--- src/include/lane_params.svh ---
////////////////////////////////////////
// Sizes of the single lane. VL_MAX and NR_VREGS must be powers of two,
// since the register file address is a plain concatenation.
////////////////////////////////////////

`ifndef LANE_PARAMS_SVH
`define LANE_PARAMS_SVH

////////////////////////////////////////
// Data path
////////////////////////////////////////

// Element width in bits
`define LANE_ELEN 32

////////////////////////////////////////
// Register file geometry
////////////////////////////////////////

`define LANE_NR_VREGS 32
// Elements per vector register, also the largest vl
`define LANE_VL_MAX 8

`endif
--- src/hdl/lane_vrf_pkg.sv ---
////////////////////////////////////////
// Register file types. An address is the register number
// followed by the element index.
////////////////////////////////////////

`include "lane_params.svh"

package lane_vrf_pkg;

  typedef logic [`LANE_ELEN-1:0]                  elem_t;
  typedef logic [$clog2(`LANE_NR_VREGS)-1:0]      vreg_idx_t;
  typedef logic [$clog2(`LANE_VL_MAX)-1:0]        elem_idx_t;
  // Holds 0 up to VL_MAX inclusive
  typedef logic [$clog2(`LANE_VL_MAX + 1)-1:0]    vl_t;

  typedef struct packed {
    vreg_idx_t vreg;
    elem_idx_t elem;
  } vrf_addr_t;

  typedef struct packed {
    logic      valid;
    vrf_addr_t vs1;
    vrf_addr_t vs2;
  } vrf_read_req_t;

  typedef struct packed {
    logic      valid;
    vrf_addr_t addr;
    elem_t     data;
  } vrf_write_t;

endpackage

--- src/hdl/lane_isa_pkg.sv ---
////////////////////////////////////////
// Instruction and load port formats of the lane.
// Only one instruction is in flight at a time.
////////////////////////////////////////

package lane_isa_pkg;

  // Supported vector operations
  typedef enum logic [2:0] {
    OP_VADD    = 3'd0,
    OP_VSUB    = 3'd1,
    OP_VAND    = 3'd2,
    OP_VOR     = 3'd3,
    OP_VXOR    = 3'd4,
    OP_VADD_VX = 3'd5,
    OP_VST     = 3'd6
  } lane_op_e;

  // Instruction as issued to the lane
  typedef struct packed {
    lane_op_e                op;
    lane_vrf_pkg::vreg_idx_t vd;
    lane_vrf_pkg::vreg_idx_t vs1;
    lane_vrf_pkg::vreg_idx_t vs2;
    lane_vrf_pkg::vl_t       vl;
    lane_vrf_pkg::elem_t     scalar;
  } lane_insn_t;

  // Single element write from the load unit
  typedef struct packed {
    logic                    valid;
    lane_vrf_pkg::vrf_addr_t addr;
    lane_vrf_pkg::elem_t     wdata;
  } ldu_write_t;

endpackage

--- src/hdl/lane_alu.sv ---
////////////////////////////////////////
// Single registered integer stage, no back-pressure.
// Op and scalar stay fixed for the whole instruction.
////////////////////////////////////////

`timescale 1ns/1ps

module lane_alu (
  input  logic                     clk_i,
  input  logic                     rst_ni,
  // Operation, latched on start
  input  logic                     start_i,
  input  lane_isa_pkg::lane_op_e   op_i,
  input  lane_vrf_pkg::elem_t      scalar_i,
  // Operands, aligned with the register file output
  input  logic                     rd_valid_i,
  input  lane_vrf_pkg::vrf_addr_t  rd_vd_addr_i,
  input  lane_vrf_pkg::elem_t      rdata1_i,
  input  lane_vrf_pkg::elem_t      rdata2_i,
  // Write-back
  output lane_vrf_pkg::vrf_write_t wb_o
);

  lane_isa_pkg::lane_op_e  op_q;
  lane_vrf_pkg::elem_t     scalar_q;
  lane_vrf_pkg::elem_t     result;

  logic                    wb_valid_q;
  lane_vrf_pkg::vrf_addr_t wb_addr_q;
  lane_vrf_pkg::elem_t     wb_data_q;

  always_ff @(posedge clk_i or negedge rst_ni) begin
    if (!rst_ni) begin
      op_q <= lane_isa_pkg::OP_VADD;
    end else if (start_i) begin
      op_q <= op_i;
    end
  end

  always_ff @(posedge clk_i) begin
    if (start_i) begin
      scalar_q <= scalar_i;
    end
  end

  // vs2 is the left operand, subtraction wraps
  always_comb begin
    case (op_q)
      lane_isa_pkg::OP_VADD:    result = rdata2_i + rdata1_i;
      lane_isa_pkg::OP_VSUB:    result = rdata2_i - rdata1_i;
      lane_isa_pkg::OP_VAND:    result = rdata2_i & rdata1_i;
      lane_isa_pkg::OP_VOR:     result = rdata2_i | rdata1_i;
      lane_isa_pkg::OP_VXOR:    result = rdata2_i ^ rdata1_i;
      lane_isa_pkg::OP_VADD_VX: result = rdata2_i + scalar_q;
      default:                  result = rdata2_i;
    endcase
  end

  ////////////////////////////////////////
  // Result register
  ////////////////////////////////////////

  always_ff @(posedge clk_i or negedge rst_ni) begin
    if (!rst_ni) begin
      wb_valid_q <= 1'b0;
    end else begin
      wb_valid_q <= rd_valid_i;
    end
  end

  always_ff @(posedge clk_i) begin
    wb_addr_q <= rd_vd_addr_i;
    wb_data_q <= result;
  end

  assign wb_o = '{valid: wb_valid_q, addr: wb_addr_q, data: wb_data_q};

endmodule

--- config.mk ---
export PLATFORM = sky130hd
export DESIGN_NAME = lane_alu
export DESIGN_NICKNAME = d
export VERILOG_FILES = /design/src/hdl/lane_vrf_pkg.sv /design/src/hdl/lane_isa_pkg.sv /design/src/hdl/lane_alu.sv
export VERILOG_INCLUDE_DIRS = /design/src /design/src/include
export SDC_FILE = /design/constraint.sdc
export NUM_CORES = 1
export LEC_CHECK = 0
export BUFFER_PORTS_ARGS = -buffer_cell sky130_fd_sc_hd__buf_2
export CORE_MARGIN = 2
export CORE_UTILIZATION = 47
export CTS_CLUSTER_DIAMETER = 200
export DETAILED_ROUTE_END_ITERATION = 6
export PLACE_DENSITY = 0.69
export SETUP_SLACK_MARGIN = 0.3
export SLEW_MARGIN = 40
export SYNTH_ARGS = -nofsm -noshare
export SYNTH_HDL_FRONTEND = slang
export SYNTH_SLANG_ARGS = --single-unit
--- constraint.sdc ---
create_clock -name clk_i -period 5.3 [get_ports clk_i]
set_input_delay 0.795 -clock clk_i [delete_from_list [all_inputs] [get_ports clk_i]]
set_output_delay 0.795 -clock clk_i [all_outputs]
set_load 0.02 [all_outputs]
# After elaboration in Yosys (flattened, before gate mapping)
# Cells that the tools add are included.
# classes
n_addsub	3
eq_ne	5
muxes	1
bitwise_logic	3
reduce_logical	1
# op_table
op	n
$pmux W32 S6	1
$add A32 B32 Y32	2
$and A32 B32 Y32	1
$or A32 B32 Y32	1
$sub A32 B32 Y32	1
$xor A32 B32 Y32	1
$eq A3 B2 Y1 const B	2
$eq A3 B3 Y1 const B	2
$eq A3 B1 Y1 const B	1
$logic_not A3 Y1	1
# word_totals
regBits	76
input_bits	111
out_inout_bits	41
wordCells	19

# Logic depth before layout (Yosys ltp)
# depth
ltp_word	2
mapped_depth	19

# Worst setup path after synthesis
# Ideal clock, no wire load.
# synth_path
kind	in2reg
start	input rdata1_i[2]
end	register wb_data_q[29]
setup_ns	0.072
t_arrival_ns	4.558
setup_slack_ns	0.671
stages	15
cell_sequence	or4_1 > or4_1 > buf_2 > nor3_1 > mux2i_1 > o21ai_0 > ha_1 > nand4_1 > nor2_1 > a2111oi_0 > a211oi_1 > o211a_1 > o41ai_1 > mux2i_1 > a2bb2oi_1
# synth_via
elab_chain_len	2
# synth_rtl
element	line	text
start: declaration	lane_alu.sv:18	input lane_vrf_pkg::elem_t rdata1_i,
$sub A32 B32 Y32 or $add A32 B32 Y32 (tied branches)	lane_alu.sv:50, lane_alu.sv:49	
$pmux W32 S6 (*)	lane_alu.sv:48	case (op_q)
net result[29]	lane_alu.sv:26	lane_vrf_pkg::elem_t result;
end signal: assignment	lane_alu.sv:73	wb_data_q <= result;
end: declaration	lane_alu.sv:30	lane_vrf_pkg::elem_t wb_data_q;
# The timed path passes the listed nets; every way through them passes the cells marked *.
# A chain may end at the register's enable or synchronous reset.

# Worst setup path in the final report
# layout_path
start	input rdata1_i[2]
end	register wb_data_q[30]
# Same word-level chain as after synthesis.

==> metrics.cfg <==
[synthesis]
synth_common_cells = ha_1 (102), a21oi_1 (88), inv_1 (71)
synth_cell_types = 69
synth_area_leaders = ha_1 (18%), edfxtp_1 (14%), dfxtp_1 (12%)
yosysWarnings = 0
ys_seq_area_share_pct = 26.7
synth_area_um2 = 6960
synth_top_area_cell = ha_1
synthFlopType = dfxtp_1
yosysMostFrequentCell = ha_1
netlist_instances = 849
ys_seq_elements = 76
synthesis.nets = 1063
synth-edff-count = 32
syn-mean-instance-area_um2 = 8.20
synth_top_area_share_pct = 18.3
synth_async_sr_flop_share_pct = 5.26

[run_status]
status = complete, no violations

[sta]
tightest_slew_ps = 699
fin_crit_sh_pct = 88.5
slew_headroom_pct = 53.2
max_freq_mhz = 213
finalHoldViolations = 0
whs_ps = 233
slew_viol_final = 0
rsz0062_at_grt = false
finalCriticalPeriod_ps = 4690
finalWorstSetupSlack_ps = 611
final.setup.tns_ps = 0
final-setup-viol-count = 0
skew_ps = 10.5

[power_and_ir_drop]
seq_power_share_pct = 31.8
p_per_area_nw_per_um2 = 283
switchingPower_uw = 910
sw_frac_of_total_pct = 38.8
total_leakage_power_nw = 3.91
p_clk_share_pct = 27.7
ir_worst_vdd_uv = 158
p_int_mw = 1.43
power_frac_comb_pct = 40.5

[job]
maxCapViolCount = 0

[die]
dieArea_um2 = 15800
fp.dieH_um = 126
rows = 44
top_level_ports = 152
core_um2 = 14500
die_w_um = 126
initial_core_util_pct = 48.1

[cts]
htreeDepth = 3
cts_made_buffers = 9
clk_pin_slew_worst_paths_ps = 70
ctsHoldBuffers = 0
clockRootBuffer = clkbuf_16
clock_latency_ps = 350
clk_path_buf_depth = 2
cts_tree = done
clock_sinks = 76

[grt]
grt_max_degree = 45
grt_usage_pct = 26.6
antenna_found_initial = 0
grt_pass1_wl_um = 33400
grt_overflow = 0
grt_pass1_vias = 6340

[route]
firstDrtPassIters = 6
via_per_inst = 5.99
wl_um = 21500
routedWlPerCell_um = 18.2
final_antenna_net_count = 0
drtIter0Drc = 678
drc_errors = 0
vias = 7064

[layout]
postLayoutCoreUtil_pct = 57.2
fin_area_um2 = 8280
num-nets-final = 1204
diodes = 0
syn_to_final_growth_pct = 18.9
drive_gt1_share_pct = 20.9

[setup_path]
reg2regPathDepth = 17
reg2reg_from = op_q[0]$_DFFE_PN0P_
cp.required_ps = 5600
critPathCaptureType = flop
crit_fanout = 8
regToRegSetupSlack_ps = 850
cp.arrival_ps = 4980
start_kind = input port
path_class = in -> reg
r2r-end = wb_data_q[26]$_DFF_P_

[place]
placed_cell_area_um2 = 7960
portBuffers = 151
dp_hpwl_um = 16000
gp_congestion = 0.970
pre_cts_ws_ps = 140

[hold_path]
hold_path.class = in -> async

## repair_timing
item                       in CTS  in global routing
setup buffers                   0                  0
resized for setup               0                  4
setup endpoints to repair       0                  4
## worst max-delay path by stage
stage                     start               endpoint  cells after the start
floorplan           rdata1_i[2]  wb_data_q[29]$_DFF_P_                     15
finish              rdata1_i[2]  wb_data_q[30]$_DFF_P_                     16
global placement    rdata1_i[2]  wb_data_q[30]$_DFF_P_                     16
detailed placement  rdata1_i[2]  wb_data_q[29]$_DFF_P_                     16
global route        rdata1_i[2]  wb_data_q[30]$_DFF_P_                     18
CTS                 rdata1_i[2]  wb_data_q[29]$_DFF_P_                     16
## per-stage QoR
step / power (mW) / std cells
after floorplan: 1.37 / 849
after global placement: 1.69 / 1163
after detailed placement: 1.69 / 1163
after CTS: 2.34 / 1179
after global routing: 2.48 / 1179
final: 2.34 / 1179
## metal layers
metal	track usage [%]	up-vias	wire, µm
li1	-	3444	-
met4	7.19	0	401
met1	38.2	3271	9770
met2	41.4	316	9550
met3	4.59	33	1730
met5	0	-	0
## layout by cell type, fill, tap and decap left out, types with 18 or more instances in the layout
cell type,instances
o21ai_0,61
o22ai_1,18
nor3_1,24
inv_1,71
buf_2,150
ha_1,102
a22oi_1,20
dfxtp_1,40
edfxtp_1,32
a21oi_1,88
nor2_1,64
nand2_1,59
a21o_1,25
buf_4,22
## area by class of cell
type	count	area, µm²
tap	184	230
multi-input combinational	657	4670
sequential	76	1860
timing repair buffer	173	936
inverter	73	274
clock inverter	6	55.1
clock buffer	10	250
fill	1360	6200
## logic make-up (layout without fill, tap and decap cells)
| logic type | Yosys count | after routing | synth area share, % |
|---|---|---|---|
| AOI/OAI and AO/OA | 298 | 298 | 27.7 |
| xor gates and xnor gates | 20 | 20 | 2.52 |
| adders and majority gates | 103 | 103 | 18.6 |
| buffers and inverters | 116 | 262 | 6.43 |
| DFF | 76 | 76 | 26.7 |
| muxes | 12 | 12 | 1.76 |
| and+or+nand+nor | 224 | 224 | 16.2 |
## state kept, by name, indices dropped and copies added, names as in the netlist
register,cells
scalar_q,32
wb_data_q,32
wb_o,8
op_q,3
wb_valid_q,1
## critical path, cell delays in order
cell and delay (ps):
buf_2 150, or4_1 610, or4_4 510, nor2_4 180, nand3_1 140, or3_4 390, nand2b_1 180, mux2i_1 140
a21oi_1 220, ha_1 340, a21oi_1 310, o21ai_0 160, a221oi_1 290, o21ai_0 170, mux2_2 300, nor2_1 90
## power groups by stage
stage	combinational [mW]	clock [mW]	sequential [mW]
6_report	0.951	0.649	0.745
4_1_cts	0.940	0.659	0.745
5_1_grt	1.04	0.684	0.752
2_1_floorplan	0.539	0	0.831
3_3_place_gp	0.934	0	0.755
3_5_place_dp	0.935	0	0.757
Note: power is estimated with default switching activity, not from simulation.
