<file path="src/include/lane_params.svh">
////////////////////////////////////////
// Sizes of the single lane. VL_MAX and NR_VREGS must be powers of two,
// since the register file address is a plain concatenation.
////////////////////////////////////////

`ifndef LANE_PARAMS_SVH
`define LANE_PARAMS_SVH

////////////////////////////////////////
// Data path
////////////////////////////////////////

// Element width in bits
`define LANE_ELEN 32

////////////////////////////////////////
// Register file geometry
////////////////////////////////////////

`define LANE_NR_VREGS 32
// Elements per vector register, also the largest vl
`define LANE_VL_MAX 8

`endif
</file>
<file path="src/hdl/lane_vrf_pkg.sv">
////////////////////////////////////////
// Register file types. An address is the register number
// followed by the element index.
////////////////////////////////////////

`include "lane_params.svh"

package lane_vrf_pkg;

  typedef logic [`LANE_ELEN-1:0]                  elem_t;
  typedef logic [$clog2(`LANE_NR_VREGS)-1:0]      vreg_idx_t;
  typedef logic [$clog2(`LANE_VL_MAX)-1:0]        elem_idx_t;
  // Holds 0 up to VL_MAX inclusive
  typedef logic [$clog2(`LANE_VL_MAX + 1)-1:0]    vl_t;

  typedef struct packed {
    vreg_idx_t vreg;
    elem_idx_t elem;
  } vrf_addr_t;

  typedef struct packed {
    logic      valid;
    vrf_addr_t vs1;
    vrf_addr_t vs2;
  } vrf_read_req_t;

  typedef struct packed {
    logic      valid;
    vrf_addr_t addr;
    elem_t     data;
  } vrf_write_t;

endpackage

</file>
<file path="src/hdl/lane_isa_pkg.sv">
////////////////////////////////////////
// Instruction and load port formats of the lane.
// Only one instruction is in flight at a time.
////////////////////////////////////////

package lane_isa_pkg;

  // Supported vector operations
  typedef enum logic [2:0] {
    OP_VADD    = 3'd0,
    OP_VSUB    = 3'd1,
    OP_VAND    = 3'd2,
    OP_VOR     = 3'd3,
    OP_VXOR    = 3'd4,
    OP_VADD_VX = 3'd5,
    OP_VST     = 3'd6
  } lane_op_e;

  // Instruction as issued to the lane
  typedef struct packed {
    lane_op_e                op;
    lane_vrf_pkg::vreg_idx_t vd;
    lane_vrf_pkg::vreg_idx_t vs1;
    lane_vrf_pkg::vreg_idx_t vs2;
    lane_vrf_pkg::vl_t       vl;
    lane_vrf_pkg::elem_t     scalar;
  } lane_insn_t;

  // Single element write from the load unit
  typedef struct packed {
    logic                    valid;
    lane_vrf_pkg::vrf_addr_t addr;
    lane_vrf_pkg::elem_t     wdata;
  } ldu_write_t;

endpackage

</file>
<file path="src/hdl/lane_sequencer.sv">
////////////////////////////////////////
// Runs one instruction at a time. Loads are granted only while idle,
// so they never collide with ALU write-back.
////////////////////////////////////////

`timescale 1ns/1ps

module lane_sequencer (
  input  logic                       clk_i,
  input  logic                       rst_ni,
  // Instruction port
  input  lane_isa_pkg::lane_insn_t   insn_i,
  input  logic                       insn_valid_i,
  output logic                       insn_ready_o,
  output logic                       insn_done_o,
  // Load port
  input  lane_isa_pkg::ldu_write_t   ldu_i,
  output logic                       ldu_gnt_o,
  // Register file
  output lane_vrf_pkg::vrf_read_req_t rd_req_o,
  input  lane_vrf_pkg::elem_t        rdata2_i,
  output lane_vrf_pkg::vrf_write_t   vrf_wr_o,
  // ALU
  output lane_isa_pkg::lane_op_e     alu_op_o,
  output lane_vrf_pkg::elem_t        alu_scalar_o,
  output logic                       alu_start_o,
  output logic                       alu_rd_valid_o,
  output lane_vrf_pkg::vrf_addr_t    alu_vd_addr_o,
  input  lane_vrf_pkg::vrf_write_t   alu_wb_i,
  // Store port
  output lane_vrf_pkg::elem_t        stu_operand_o,
  output logic                       stu_valid_o,
  input  logic                       stu_ready_i
);

  typedef enum logic [2:0] {IDLE, READ, DRAIN, ST_READ, ST_WAIT} state_e;

  state_e                   state_q;
  lane_isa_pkg::lane_insn_t insn_q;
  lane_vrf_pkg::elem_idx_t  cnt_q;
  logic                     drain_q;
  lane_vrf_pkg::elem_t      stu_q;
  logic                     stu_valid_q;
  logic                     rd_valid_q;
  lane_vrf_pkg::vrf_addr_t  vd_addr_q;

  logic accept;
  logic last_elem;
  logic st_capture;
  logic stu_xfer;

  assign insn_ready_o = (state_q == IDLE);
  assign accept       = insn_valid_i & insn_ready_o;
  assign ldu_gnt_o    = insn_ready_o & ~insn_valid_i;
  assign insn_done_o  = (state_q == DRAIN) & drain_q;
  assign last_elem    = (lane_vrf_pkg::vl_t'(cnt_q) + 1'b1) == insn_q.vl;
  assign st_capture   = (state_q == ST_WAIT) & ~stu_valid_q;
  assign stu_xfer     = stu_valid_q & stu_ready_i;

  // Op and scalar go straight from the port, the ALU latches them
  assign alu_op_o     = insn_i.op;
  assign alu_scalar_o = insn_i.scalar;
  assign alu_start_o  = accept & (insn_i.op != lane_isa_pkg::OP_VST);

  // Both operands use the same element index
  assign rd_req_o.valid = (state_q == READ) | (state_q == ST_READ);
  assign rd_req_o.vs1   = '{vreg: insn_q.vs1, elem: cnt_q};
  assign rd_req_o.vs2   = '{vreg: insn_q.vs2, elem: cnt_q};

  assign alu_rd_valid_o = rd_valid_q;
  assign alu_vd_addr_o  = vd_addr_q;
  assign stu_operand_o  = stu_q;
  assign stu_valid_o    = stu_valid_q;

  // Granted load takes the write port, else ALU result
  always_comb begin
    vrf_wr_o = alu_wb_i;
    if (ldu_i.valid && ldu_gnt_o) begin
      vrf_wr_o.valid = 1'b1;
      vrf_wr_o.addr  = ldu_i.addr;
      vrf_wr_o.data  = ldu_i.wdata;
    end
  end

  ////////////////////////////////////////
  // Control FSM
  ////////////////////////////////////////

  always_ff @(posedge clk_i or negedge rst_ni) begin
    if (!rst_ni) begin
      state_q     <= IDLE;
      cnt_q       <= '0;
      drain_q     <= 1'b0;
      stu_valid_q <= 1'b0;
      rd_valid_q  <= 1'b0;
    end else begin
      rd_valid_q <= (state_q == READ);
      case (state_q)
        IDLE: begin
          if (accept) begin
            cnt_q <= '0;
            if (insn_i.vl == '0) begin
              // Nothing to do, done in the next cycle
              state_q <= DRAIN;
              drain_q <= 1'b1;
            end else if (insn_i.op == lane_isa_pkg::OP_VST) begin
              state_q <= ST_READ;
            end else begin
              state_q <= READ;
            end
          end
        end
        READ: begin
          cnt_q <= cnt_q + 1'b1;
          if (last_elem) begin
            state_q <= DRAIN;
            drain_q <= 1'b0;
          end
        end
        // Two cycles for read data and ALU register
        DRAIN: begin
          if (drain_q) begin
            state_q <= IDLE;
            drain_q <= 1'b0;
          end else begin
            drain_q <= 1'b1;
          end
        end
        ST_READ: state_q <= ST_WAIT;
        ST_WAIT: begin
          if (st_capture) begin
            stu_valid_q <= 1'b1;
          end else if (stu_xfer) begin
            stu_valid_q <= 1'b0;
            cnt_q       <= cnt_q + 1'b1;
            if (last_elem) begin
              state_q <= DRAIN;
              drain_q <= 1'b1;
            end else begin
              state_q <= ST_READ;
            end
          end
        end
        default: state_q <= IDLE;
      endcase
    end
  end

  // Payload registers
  always_ff @(posedge clk_i) begin
    if (accept) begin
      insn_q <= insn_i;
    end
    if (st_capture) begin
      stu_q <= rdata2_i;
    end
    // Destination lags the read by one cycle
    vd_addr_q <= '{vreg: insn_q.vd, elem: cnt_q};
  end

endmodule

</file>
<file path="config.mk">
export PLATFORM = sky130hd
export DESIGN_NAME = lane_sequencer
export DESIGN_NICKNAME = d
export VERILOG_FILES = /design/src/hdl/lane_vrf_pkg.sv /design/src/hdl/lane_isa_pkg.sv /design/src/hdl/lane_sequencer.sv
export VERILOG_INCLUDE_DIRS = /design/src /design/src/include
export SDC_FILE = /design/constraint.sdc
export NUM_CORES = 1
export LEC_CHECK = 0
export BUFFER_PORTS_ARGS = -buffer_cell sky130_fd_sc_hd__buf_2
export CORE_AREA = 3 3 120 122
export CTS_CLUSTER_DIAMETER = 50
export DETAILED_ROUTE_END_ITERATION = 7
export DIE_AREA = 0 0 123 125
export PLACE_DENSITY = 0.66
export SYNTH_ARGS = -nofsm -noshare
export SYNTH_HDL_FRONTEND = slang
export SYNTH_SLANG_ARGS = --single-unit
</file>
<file path="constraint.sdc">
create_clock -name clk_i -period 2.5 [get_ports clk_i]
set_input_delay 0.5 -clock clk_i [delete_from_list [all_inputs] [get_ports clk_i]]
set_output_delay 0.5 -clock clk_i [all_outputs]
set_load 0.01 [all_outputs]
</file>
==> Word-level counts from Yosys, hierarchy flattened <==
Index checks and enable logic that the tools add are counted.
{ "word_totals": {"output_inout_bits": 139, "in_bits": 172, "wordCells": 71, "reg_bits": 68} }
{ "classes": {"muxes": 24, "n_bitwise": 9, "n_addsub": 2, "eq_ne": 14, "n_reduce_logical": 10} }
{ "ops": {"columns": ["op", "count"], "rows": [
  ["41-bit 2-to-1 mux", 1],
  ["3-bit 2-to-1 mux", 8],
  ["3-bit one-hot mux with 5 select lines", 1],
  ["1-bit 2-to-1 mux", 10],
  ["2-bit inequality test, second input constant", 5],
  ["3-bit one-hot mux with 3 select lines", 1],
  ["7-bit AND reduction", 1],
  ["1-bit AND", 6],
  ["3-bit by 2-bit equality test with 1-bit output, second input constant", 2],
  ["3-bit equality test, second input constant", 2],
  ["5-bit AND reduction", 1],
  ["3-bit by 1-bit adder with 4-bit output, second input constant", 1],
  ["4-bit equality test", 1],
  ["4-bit logical NOT", 1],
  ["2-bit 2-to-1 mux", 2],
  ["2-bit by 1-bit inequality test with 1-bit output, second input constant", 2],
  ["1-bit one-hot mux with 4 select lines", 1],
  ["4-bit AND reduction", 1],
  ["4-bit nonzero test", 1],
  ["3-bit by 1-bit adder with 3-bit output, second input constant", 1],
  ["3-bit by 1-bit equality test with 1-bit output, second input constant", 1],
  ["3-bit logical NOT", 1],
  ["3-bit inequality test, second input constant", 1],
  ["3-bit nonzero test", 1],
  ["5 further kinds", 6]
]} }

==> Logic depth before layout (Yosys ltp) <==
Gate-level depths: netlist of run 1.
{ "logic_depth": {"word_depth": 6, "mapped_depth": 6, "depth_no_buf": 6} }

==> Least setup slack after synthesis of run 1 <==
OpenSTA, ideal clock, no wires.
{ "synth_path": {"path_kind": "flip-flop to flip-flop", "start": "reg state_q[2]", "end": "reg stu_q[0] (netlist: stu_operand_o[0]) (enable)", "synth_period_minus_slack_ps": 2585, "required_ps": 2079, "arrival_time_ps": 2164, "stages_incl_launch_ff": 4, "path_buffers": 1, "setup_ps": 421, "slack_ps": -85, "cell_sequence": "dfrtp_1 > clkbuf_1 > nand2_1 > nor2_1"} }
{ "synth_between": {"elab_chain_cells": 2} }
{ "synth_rtl": {"columns": ["item", "line", "rtl"], "rows": [
  ["from (decl)", "lane_sequencer.sv:38", "state_e state_q;"],
  ["from (signal assigned)", "lane_sequencer.sv:91", "state_q <= IDLE;"],
  ["from (signal assigned)", "lane_sequencer.sv:104", "state_q <= DRAIN;"],
  ["from (signal assigned)", "lane_sequencer.sv:107", "state_q <= ST_READ;"],
  ["3-bit equality test", "lane_sequencer.sv:57", "assign st_capture = (state_q == ST_WAIT) & ~stu_valid_q;"],
  ["1-bit AND", "lane_sequencer.sv:57", null],
  ["via st_capture", "lane_sequencer.sv:49", "logic st_capture;"],
  ["to (signal assigned)", "lane_sequencer.sv:155", "stu_q <= rdata2_i;"],
  ["to (decl)", "lane_sequencer.sv:42", "lane_vrf_pkg::elem_t stu_q;"]
]} }
The timed path passes the listed nets, and every way through them passes these cells.
A chain may end at the register's enable or synchronous reset.

==> impl_metrics.csv, run 1 <==
group,metric,value,unit
run_status,status,"completed",
placed_design,portBuffers,246,
floorplanning,die_area,15400,µm²
yosys,synth_xor_area_share,0.779,%
critical_path,critPathTopFamily,"simple AND/OR/NAND/NOR gates",
timing,max_freq,403,MHz
cts,cts.sinks,68,
floorplanning,die_w,123,µm
layout,drive_gt1_share,71.0,%
cts,cts_buffers,9,
drt,drc_errors,0,
critical_path,slowest_stage,"or3_4",
layout,final_cell_mix,"buf_2, edfxtp_1, mux2_4",
critical_path,slowest_delay,0.41,ns
timing,period_minus_slack,2.48,ns
hold_path,worst_hold_path_type,"input pin to asynchronous set/reset pin",
yosys,synthCells,233,
floorplanning,start_util,25.4,%
yosys,syn_nets,406,
yosys,synthMuxAreaShare,18.0,%
floorplanning,die_h,125,µm
floorplanning,boundaryPins,311,
yosys,yosysSeqAreaShare,56.8,%
critical_path,path_buf_inv,2,
layout,final_common_cell,"buf_2",
timing,maxSlewHeadroom,73.8,%
layout,num-fill-cells,1311,
cts,htree_num_levels,3,
yosys,synth_top_flop_cell,"edfxtp_1",
yosys,synth_edf_count,51,
global_routing,grt_pass1_vias,2714,
cts,cts_tree,"yes",
yosys,synth_seq_cells,68,
timing,worst_pin_slew,0.392,ns
timing,setup_tns,0,ns
power,clockPowerShare,28.7,%
cts,cts_max_path_buffers,2,
layout,area_delta_synth_final,49.2,%
drt,firstDrtPassIters,4,
critical_path,cp_max_fo,21,
timing,hold_violations,0,
drt,ant_nets,0,
power,vdd_ir_drop_max,0.000582,V
timing,setup_viol,0,
power,comb_power_share,36.3,%
yosys,synthSimpleGateAreaFrac,7.24,%
critical_path,cp_cell_sequence,"or3_4 -> nor2_4 -> nand2_4 -> buf_16 -> mux2_4 -> buf_6",
global_routing,antenna_found_initial,1,
critical_path,cp-end-kind,"primary output",
yosys,avgSynthCellArea,14.5,µm²
timing,clock_skew,0.00465,ns
power,p_total,0.00437,W
critical_path,cp.depth,6,
layout,antenna_cells,0,
yosys,synth_compound_area_share,3.78,%
global_routing,track_usage,12.7,%
power,switching_power,0.00135,W
power,pwr-share-seq,35.1,%
yosys,synth_top_family_by_area,"multiplexers",
layout,nNetsFinal,620,
critical_path,cp-start-kind,"flip-flop",
power,p_leak,2.47,nW
drt,vias,2573,
global_routing,grt-ovfl-total,0,
drt,drt_wl_total,10400,µm
drt,drt-initial-drc-count,64,
cts,clock-root-buffer,"clkbuf_16",
cts,path_clk_slew,0.06,ns
yosys,yosysUniqueCellTypes,39,
power,swShare,31.0,%
global_routing,grt_start_max_net_pins,42,
floorplanning,core,13300,µm²
power,powerDensity,868,nW/µm²
yosys,syn_area,3370,µm²
run,maxCapViolCount,0,
power,p_int,0.00301,W
yosys,synth_warnings,0,
critical_path,worstSetupPathType,"flip-flop to primary output",
yosys,synth_fa_ha_area_share,0.668,%
timing,rsz0062_at_grt,"yes",
placed_design,gp_congestion,0.850,
timing,fin_crit_sh,99.3,%
placed_design,post-dp-hpwl,8470,µm
critical_path,required,2.00,ns
drt,wl_per_cell,16.5,µm
timing,drv_slew,0,
drt,viasPerCell,4.10,
global_routing,grt_first_pass_wirelength,14900,µm
critical_path,worst_ep_arrival_time,1.98,ns
critical_path,rr_worst_depth,6,
yosys,async_flop_share,13.2,%
cts,clock_latency,0.33,ns
floorplanning,num_rows,42,
## Yosys cell counts, drive strengths merged (3+ instances only)
library cell,number,area [µm²]
a21oi,3,15.0
buf,52,405
nand2,8,37.5
nor2,11,48.8
inv,3,11.3
a31oi,3,18.8
mux2,40,597
o21ai,5,25.0
dfrtp,9,225
nor3,5,36.3
edfxtp,51,1530
nor4,3,18.8
a211o,3,26.3
clkbuf,3,11.3
nand2b,3,18.8
dfxtp,8,160
## kinds of logic (layout without fill, tap and decap cells)
family | count (synthesis) | in the layout
and+or+nand+nor | 42 | 42
muxes | 41 | 41
xor gates and xnor gates | 3 | 3
buffers and inverters | 58 | 277
AOI/OAI and AO/OA | 19 | 19
adders and majority gates | 2 | 2
DFF | 68 | 68
## per-layer routing
| metal | track usage [%] | wire length, µm |
|---|---|---|
| met1 | 15.7 | 4180 |
| met2 | 20.6 | 5110 |
| met3 | 5.19 | 955 |
| met4 | 3.00 | 112 |
| met5 | 0 | 0 |
## final timing paths
path                                             to                    from  slack [ns]
hold reg to reg            alu_vd_addr_o[4]$_DFF_P_    insn_q[47]$_DFFE_PP_        0.34
hold / removal                  drain_q$_DFFE_PN0P_                  rst_ni        0.03
setup / recovery                       vrf_wr_o[35]  state_q[1]$_DFFE_PN0P_        0.02
setup reg to reg                drain_q$_DFFE_PN0P_    cnt_q[1]$_DFFE_PN0P_        0.66
min in group clk_i         alu_vd_addr_o[4]$_DFF_P_    insn_q[47]$_DFFE_PP_        0.34
max in group asynchronous    state_q[0]$_DFFE_PN0P_                  rst_ni        2.28
## power by group through the flow
| stage | combinational [W] | clock [W] | sequential, W |
|---|---|---|---|
| 2_1_floorplan | 0.000929 | 0 | 0.00161 |
| 3_3_place_gp | 0.00143 | 0 | 0.00155 |
| 3_5_place_dp | 0.00145 | 0 | 0.00155 |
| 4_1_cts | 0.00146 | 0.00129 | 0.00154 |
| 5_1_grt | 0.00175 | 0.00134 | 0.00156 |
| 6_report | 0.00158 | 0.00125 | 0.00153 |
## sequential cells by signal, indices dropped and copies added, names as in the netlist
name	count
cnt_q	3
alu_vd_addr_o	8
state_q	3
rd_req_o	10
stu_operand_o	32
drain_q	1
alu_rd_valid_o	1
stu_valid_o	1
insn_q	9
## through the flow
step | cell area [µm²] | std cells | hold slack, ns | setup WS (ns) | utilization, %
global route | 5030 | 628 | 0.0256 | -0.0548 | 37.8
floorplan | 3370 | 233 | 0.204 | 0.246 | -
detailed placement | 4480 | 608 | 0.327 | 0.339 | 33.7
global placement | 4480 | 608 | 0.327 | 0.387 | 33.7
finish | 5030 | 628 | 0.0278 | 0.0182 | 37.8
CTS | 4780 | 624 | 0.0246 | -0.0326 | 36.0
## final cells by class
| type | count | area, µm² | share of cell area [%] |
|---|---|---|---|
| clock buffer | 10 | 229 | 4.55 |
| inverter | 3 | 11.3 | 0.224 |
| multi-input combinational | 107 | 1030 | 20.5 |
| timing repair buffer | 258 | 1550 | 30.8 |
| sequential | 68 | 1920 | 38.1 |
| tap | 176 | 220 | 4.38 |
| clock inverter | 6 | 72.6 | 1.44 |
## what timing repair did
| action | CTS | global route |
|---|---|---|
| hold buffers | 0 | 0 |
| setup buffers | 0 | 2 |
| gates cloned | 0 | 2 |
| resized for setup | 0 | 31 |
| setup endpoints to repair | 39 | 40 |
Note: power is estimated with default switching activity, not from simulation.
==> run 2, diff against run 1 <==
BUFFER_PORTS_ARGS = -buffer_cell sky130_fd_sc_hd__clkbuf_2   (was -buffer_cell sky130_fd_sc_hd__buf_2)
==> run 2 against run 1 <==
Setup slack got worse by 0.012 ns. Combinational power is 6% lower. Critical path depth unchanged. Non-clock buffer count shrank 1. Register-to-register slack about the same. Core utilization fell by 1.3 points. First-iteration DRC count grew 38%.
==> impl_metrics.csv, run 2 (synthesized netlist as in run 1, its figures left out) <==
group,metric,value,unit
timing,hold_violations,0,
floorplanning,start_util,25.4,%
floorplanning,boundaryPins,311,
drt,vias,2605,
cts,cts_tree,"yes",
critical_path,worstSetupPathType,"flip-flop to primary output",
floorplanning,core,13300,µm²
layout,final_cell_mix,"clkbuf_2, edfxtp_1, mux2_4",
global_routing,grt_start_max_net_pins,42,
timing,drv_slew,0,
global_routing,grt_pass1_vias,2704,
layout,multiInputGateArea,1030,µm²
critical_path,required,2.00,ns
drt,viasPerCell,4.15,
timing,fin_crit_sh,99.7,%
power,p_leak,2.45,nW
cts,path_clk_slew,0.06,ns
drt,drc_errors,0,
run,maxCapViolCount,0,
drt,ant_nets,0,
timing,setup_viol,0,
global_routing,track_usage,12.6,%
power,p_total,0.00435,W
global_routing,grt_first_pass_wirelength,14900,µm
timing,max_freq,401,MHz
layout,antenna_cells,0,
layout,final_common_cell,"clkbuf_2",
cts,cts_buffers,9,
global_routing,antenna_found_initial,0,
floorplanning,die_w,123,µm
cts,htree_num_levels,3,
drt,drt_wl_total,10400,µm
critical_path,cp-end-kind,"primary output",
layout,regArea,1920,µm²
timing,period_minus_slack,2.49,ns
critical_path,worst_ep_arrival_time,1.99,ns
floorplanning,die_h,125,µm
power,vdd_ir_drop_max,0.000505,V
placed_design,post-dp-hpwl,8500,µm
run_status,status,"completed",
timing,clock_skew,0.00822,ns
layout,fin_util,36.5,%
global_routing,grt-ovfl-total,0,
floorplanning,die_area,15400,µm²
cts,cts_max_path_buffers,2,
cts,clock-root-buffer,"clkbuf_16",
timing,worst_pin_slew,0.436,ns
placed_design,portBuffers,246,
critical_path,cp-start-kind,"flip-flop",
timing,maxSlewHeadroom,70.8,%
layout,nNetsFinal,619,
hold_path,worst_hold_path_type,"input pin to asynchronous set/reset pin",
drt,firstDrtPassIters,4,
power,powerDensity,896,nW/µm²
layout,largest_register_ffs,32,
floorplanning,num_rows,42,
layout,drive_gt1_share,71.0,%
timing,holdWs,0.0407,ns
layout,area_delta_synth_final,43.9,%
drt,wl_per_cell,16.5,µm
critical_path,cp_max_fo,21,
cts,cts.sinks,68,
timing,rsz0062_at_grt,"yes",
layout,num-fill-cells,1305,
placed_design,gp_congestion,0.853,
cts,clock_latency,0.32,ns
drt,drt-initial-drc-count,88,
==> run 2: metrics by stage <==
step / setup TNS (ns) / area, µm² / worst slack [ns] / instances
3_5_place_dp: 0 / 4480 / 0.361 / 608
4_1_cts: -0.0613 / 4800 / -0.00894 / 624
6_report: 0 / 4850 / 0.00630 / 627
2_1_floorplan: 0 / 3370 / 0.246 / 233
3_3_place_gp: 0 / 4480 / 0.393 / 608
5_1_grt: -2.21 / 4850 / -0.0793 / 627
==> run 2: cell type report <==
cell class              instances  share of cell area (%)
multi-input cells             107                    21.2
repair buffers                257                    27.9
inverters                       3                   0.232
well taps                     176                    4.54
flip-flops and latches         68                    39.5
clock inverters                 6                    1.86
clock buffers                  10                    4.72
==> run 2: timing repair <==
action / CTS / global route
setup buffers: 0 / 1
hold endpoints to repair: 0 / 0
resized for setup: 0 / 1
setup endpoints to repair: 13 / 40
gates cloned: 0 / 2
hold buffers: 0 / 0
==> run 2: worst paths after layout <==
path / startpoint / to / slack (ns) / cells past startpoint
worst max-delay path: state_q[1]$_DFFE_PN0P_ / vrf_wr_o[35] / 0.006 / 6
worst min-delay path: rst_ni / state_q[0]$_DFFE_PN0P_ / 0.04 / 1
worst max register to register: cnt_q[1]$_DFFE_PN0P_ / drain_q$_DFFE_PN0P_ / 0.66 / 6
worst min register to register: insn_q[47]$_DFFE_PP_ / alu_vd_addr_o[4]$_DFF_P_ / 0.34 / 0
max in group asynchronous: rst_ni / cnt_q[1]$_DFFE_PN0P_ / 2.24 / 1
min in group clk_i: insn_q[47]$_DFFE_PP_ / alu_vd_addr_o[4]$_DFF_P_ / 0.34 / 0
==> run 2: worst max-delay path: stages (launching register included) <==
cell and delay, ns:
dfrtp_1 0.39, or3_4 0.42, nor2_4 0.12, nand2_4 0.10, buf_16 0.18, mux2_4 0.31, clkbuf_2 0.13
==> run 2: routing by layer <==
metal  track usage [%]  vias to the layer above  share of wire, %
li1                  -                     1220                 -
met1              15.2                     1246                40
met2              20.8                      129                49
met3              5.69                       10               9.7
met4              2.80                        0              0.69
met5                 0                        -                 0
==> run 2: power by group <==
| group | internal [W] | switching, W |
|---|---|---|
| sequential | 0.00144 | 0.0000967 |
| combinational | 0.000700 | 0.000784 |
| clock | 0.000874 | 0.000452 |
| total | 0.00301 | 0.00133 |
==> run 3, diff against run 2 <==
ABC_AREA = 1   (was unset)
CORE_AREA = 3 3 119 121   (was 3 3 120 122)
DIE_AREA = 0 0 122 124   (was 0 0 123 125)
==> run 3 against run 2 <==
Die area decreased by 1.6%. Sequential power grew 3%. Clock-buffer cell count is the same. Largest power group unchanged. Core utilization fell by 1.7 points. Critical path type unchanged.
==> impl_metrics.csv, run 3 <==
group,metric,value,unit
drt,drt_wl_total,9350,µm
timing,setup_tns,0,ns
layout,antenna_cells,0,
floorplanning,die_w,122,µm
floorplanning,start_util,24.6,%
timing,hold_violations,0,
layout,area_delta_synth_final,41.8,%
cts,cts.sinks,68,
yosys,avgSynthCellArea,9.70,µm²
layout,drive_gt1_share,52.1,%
yosys,yosysSeqAreaShare,59.2,%
placed_design,portBuffers,246,
yosys,syn_nets,507,
layout,final_common_cell,"clkbuf_2",
yosys,synth_top_area_share,47.3,%
drt,viasPerCell,3.97,
drt,vias,2854,
global_routing,antenna_found_initial,0,
timing,fin_crit_sh,92.3,%
global_routing,grt_start_max_net_pins,42,
global_routing,grt_first_pass_wirelength,12800,µm
cts,clock_latency,0.32,ns
cts,cts_resized,0,
run_status,status,"completed",
cts,cts_tree,"yes",
yosys,synth_commonest_cells,"nand2_1, edfxtp_1, buf_4",
critical_path,cp-start-kind,"flip-flop",
global_routing,grt_pass1_vias,2429,
global_routing,grt-ovfl-total,0,
yosys,synth_edf_count,51,
drt,wl_per_cell,13.0,µm
floorplanning,num_rows,42,
layout,fin_area,4590,µm²
drt,drc_errors,0,
floorplanning,die_area,15100,µm²
yosys,synth_warnings,0,
critical_path,cp_max_fo,40,
layout,largest_register_ffs,32,
drt,dr_wl_met3,964,µm
global_routing,track_usage,11.2,%
drt,drt-initial-drc-count,127,
drt,ant_nets,0,
timing,period_minus_slack,2.31,ns
floorplanning,die_h,124,µm
timing,setup_viol,0,
drt,wl_met1,3530,µm
placed_design,gp_congestion,0.765,
power,powerDensity,922,nW/µm²
cts,htree_num_levels,3,
timing,drv_slew,0,
timing,clock_skew,0.00531,ns
run,maxCapViolCount,0,
cts,path_clk_slew,0.06,ns
power,p_leak,2.43,nW
critical_path,worst_ep_arrival_time,1.81,ns
yosys,async_flop_share,13.2,%
yosys,synthTopCellsByArea,"edfxtp_1, nand2_1, buf_4",
critical_path,worstSetupPathType,"flip-flop to primary output",
yosys,synthCells,334,
layout,final_cell_mix,"clkbuf_2, nand2_1, edfxtp_1",
cts,clock-root-buffer,"clkbuf_16",
drt,firstDrtPassIters,4,
critical_path,cp-end-kind,"primary output",
yosys,yosysUniqueCellTypes,25,
cts,cts_buffers,9,
layout,fin_util,34.8,%
critical_path,required,2.00,ns
placed_design,post-dp-hpwl,7700,µm
yosys,syn_area,3240,µm²
timing,maxSlewHeadroom,74.4,%
yosys,netlist.top_cell.by_area,"edfxtp_1",
power,vdd_ir_drop_max,0.000380,V
yosys,synth_most_common_cell,"nand2_1",
drt,top_layer_used,"met4",
timing,rsz0062_at_grt,"no",
layout,nNetsFinal,711,
cts,cts_max_path_buffers,2,
cts,postCtsHoldBufs,0,
floorplanning,boundaryPins,311,
hold_path,worst_hold_path_type,"input pin to asynchronous set/reset pin",
timing,worst_pin_slew,0.384,ns
drt,dr_wl_met2,4710,µm
yosys,synth_top_flop_cell,"edfxtp_1",
placed_design,place_area,4290,µm²
floorplanning,core,13200,µm²
cts,post_cts_buffers,0,
yosys,synth_seq_cells,68,
timing,max_freq,433,MHz
run 3: path summary, 6_finish.rpt:
check | from | slack [ns] | end | cells after the start
min reg2reg | insn_q[47]$_DFFE_PP_ | 0.34 | alu_vd_addr_o[4]$_DFF_P_ | 0
min in group clk_i | insn_q[47]$_DFFE_PP_ | 0.34 | alu_vd_addr_o[4]$_DFF_P_ | 0
max reg2reg | cnt_q[0]$_DFFE_PN0P_ | 0.67 | drain_q$_DFFE_PN0P_ | 9
max in group asynchronous | rst_ni | 2.26 | state_q[1]$_DFFE_PN0P_ | 1
max | state_q[1]$_DFFE_PN0P_ | 0.19 | vrf_wr_o[1] | 10
min | rst_ni | 0.03 | stu_valid_o$_DFFE_PN0P_ | 1
run 3: cell families (layout without fill, tap and decap cells):
kind of cell | count (synthesis) | after routing | synth area share (%)
AO/OA/AOI/OAI | 8 | 8 | 1.27
XOR/XNOR | 1 | 1 | 0.270
adder cells (fa/ha/maj) | 1 | 1 | 0.386
buffers and inverters | 75 | 284 | 15.4
flip-flops | 68 | 68 | 59.2
AND/OR/NAND/NOR | 181 | 181 | 23.5
run 3: area by class of cell:
type	instances	area, µm²
Sequential cell	68	1920
Fill cell	1350	8600
Clock inverter	6	65.1
Inverter	19	78.8
Timing Repair Buffer	249	1260
Multi-Input combinational cell	191	826
Tap cell	176	220
Clock buffer	10	229
run 3: metal layers:
| metal | global-route usage, % | up-vias |
|---|---|---|
| li1 | - | 1425 |
| met1 | 13.1 | 1253 |
| met2 | 18.9 | 159 |
| met3 | 4.31 | 17 |
| met4 | 3.99 | 0 |
| met5 | 0 | - |
run 3: worst max-delay path, stage by stage, from the launching register on:
cell,delay (ns)
dfrtp_1,0.42
inv_2,0.11
nand2_4,0.07
nor2_4,0.15
nand2_4,0.07
inv_2,0.06
nand2_2,0.09
buf_6,0.21
nand2_1,0.10
nand2_1,0.06
clkbuf_2,0.12
run 3: power breakdown:
group	switching [W]	internal (W)
Sequential	0.000113	0.00147
Combinational	0.000899	0.000534
Clock	0.000450	0.000771
run 3: stage by stage:
stage | total power, W | hold WS [ns] | setup slack (ns) | std cells
after floorplan | 0.00257 | 0.204 | 0.470 | 334
after global placement | 0.00304 | 0.327 | 0.458 | 703
after detailed placement | 0.00306 | 0.327 | 0.441 | 703
after CTS | 0.00431 | 0.0238 | 0.0891 | 719
after global routing | 0.00457 | 0.0238 | 0.0285 | 719
final | 0.00423 | 0.0314 | 0.193 | 719
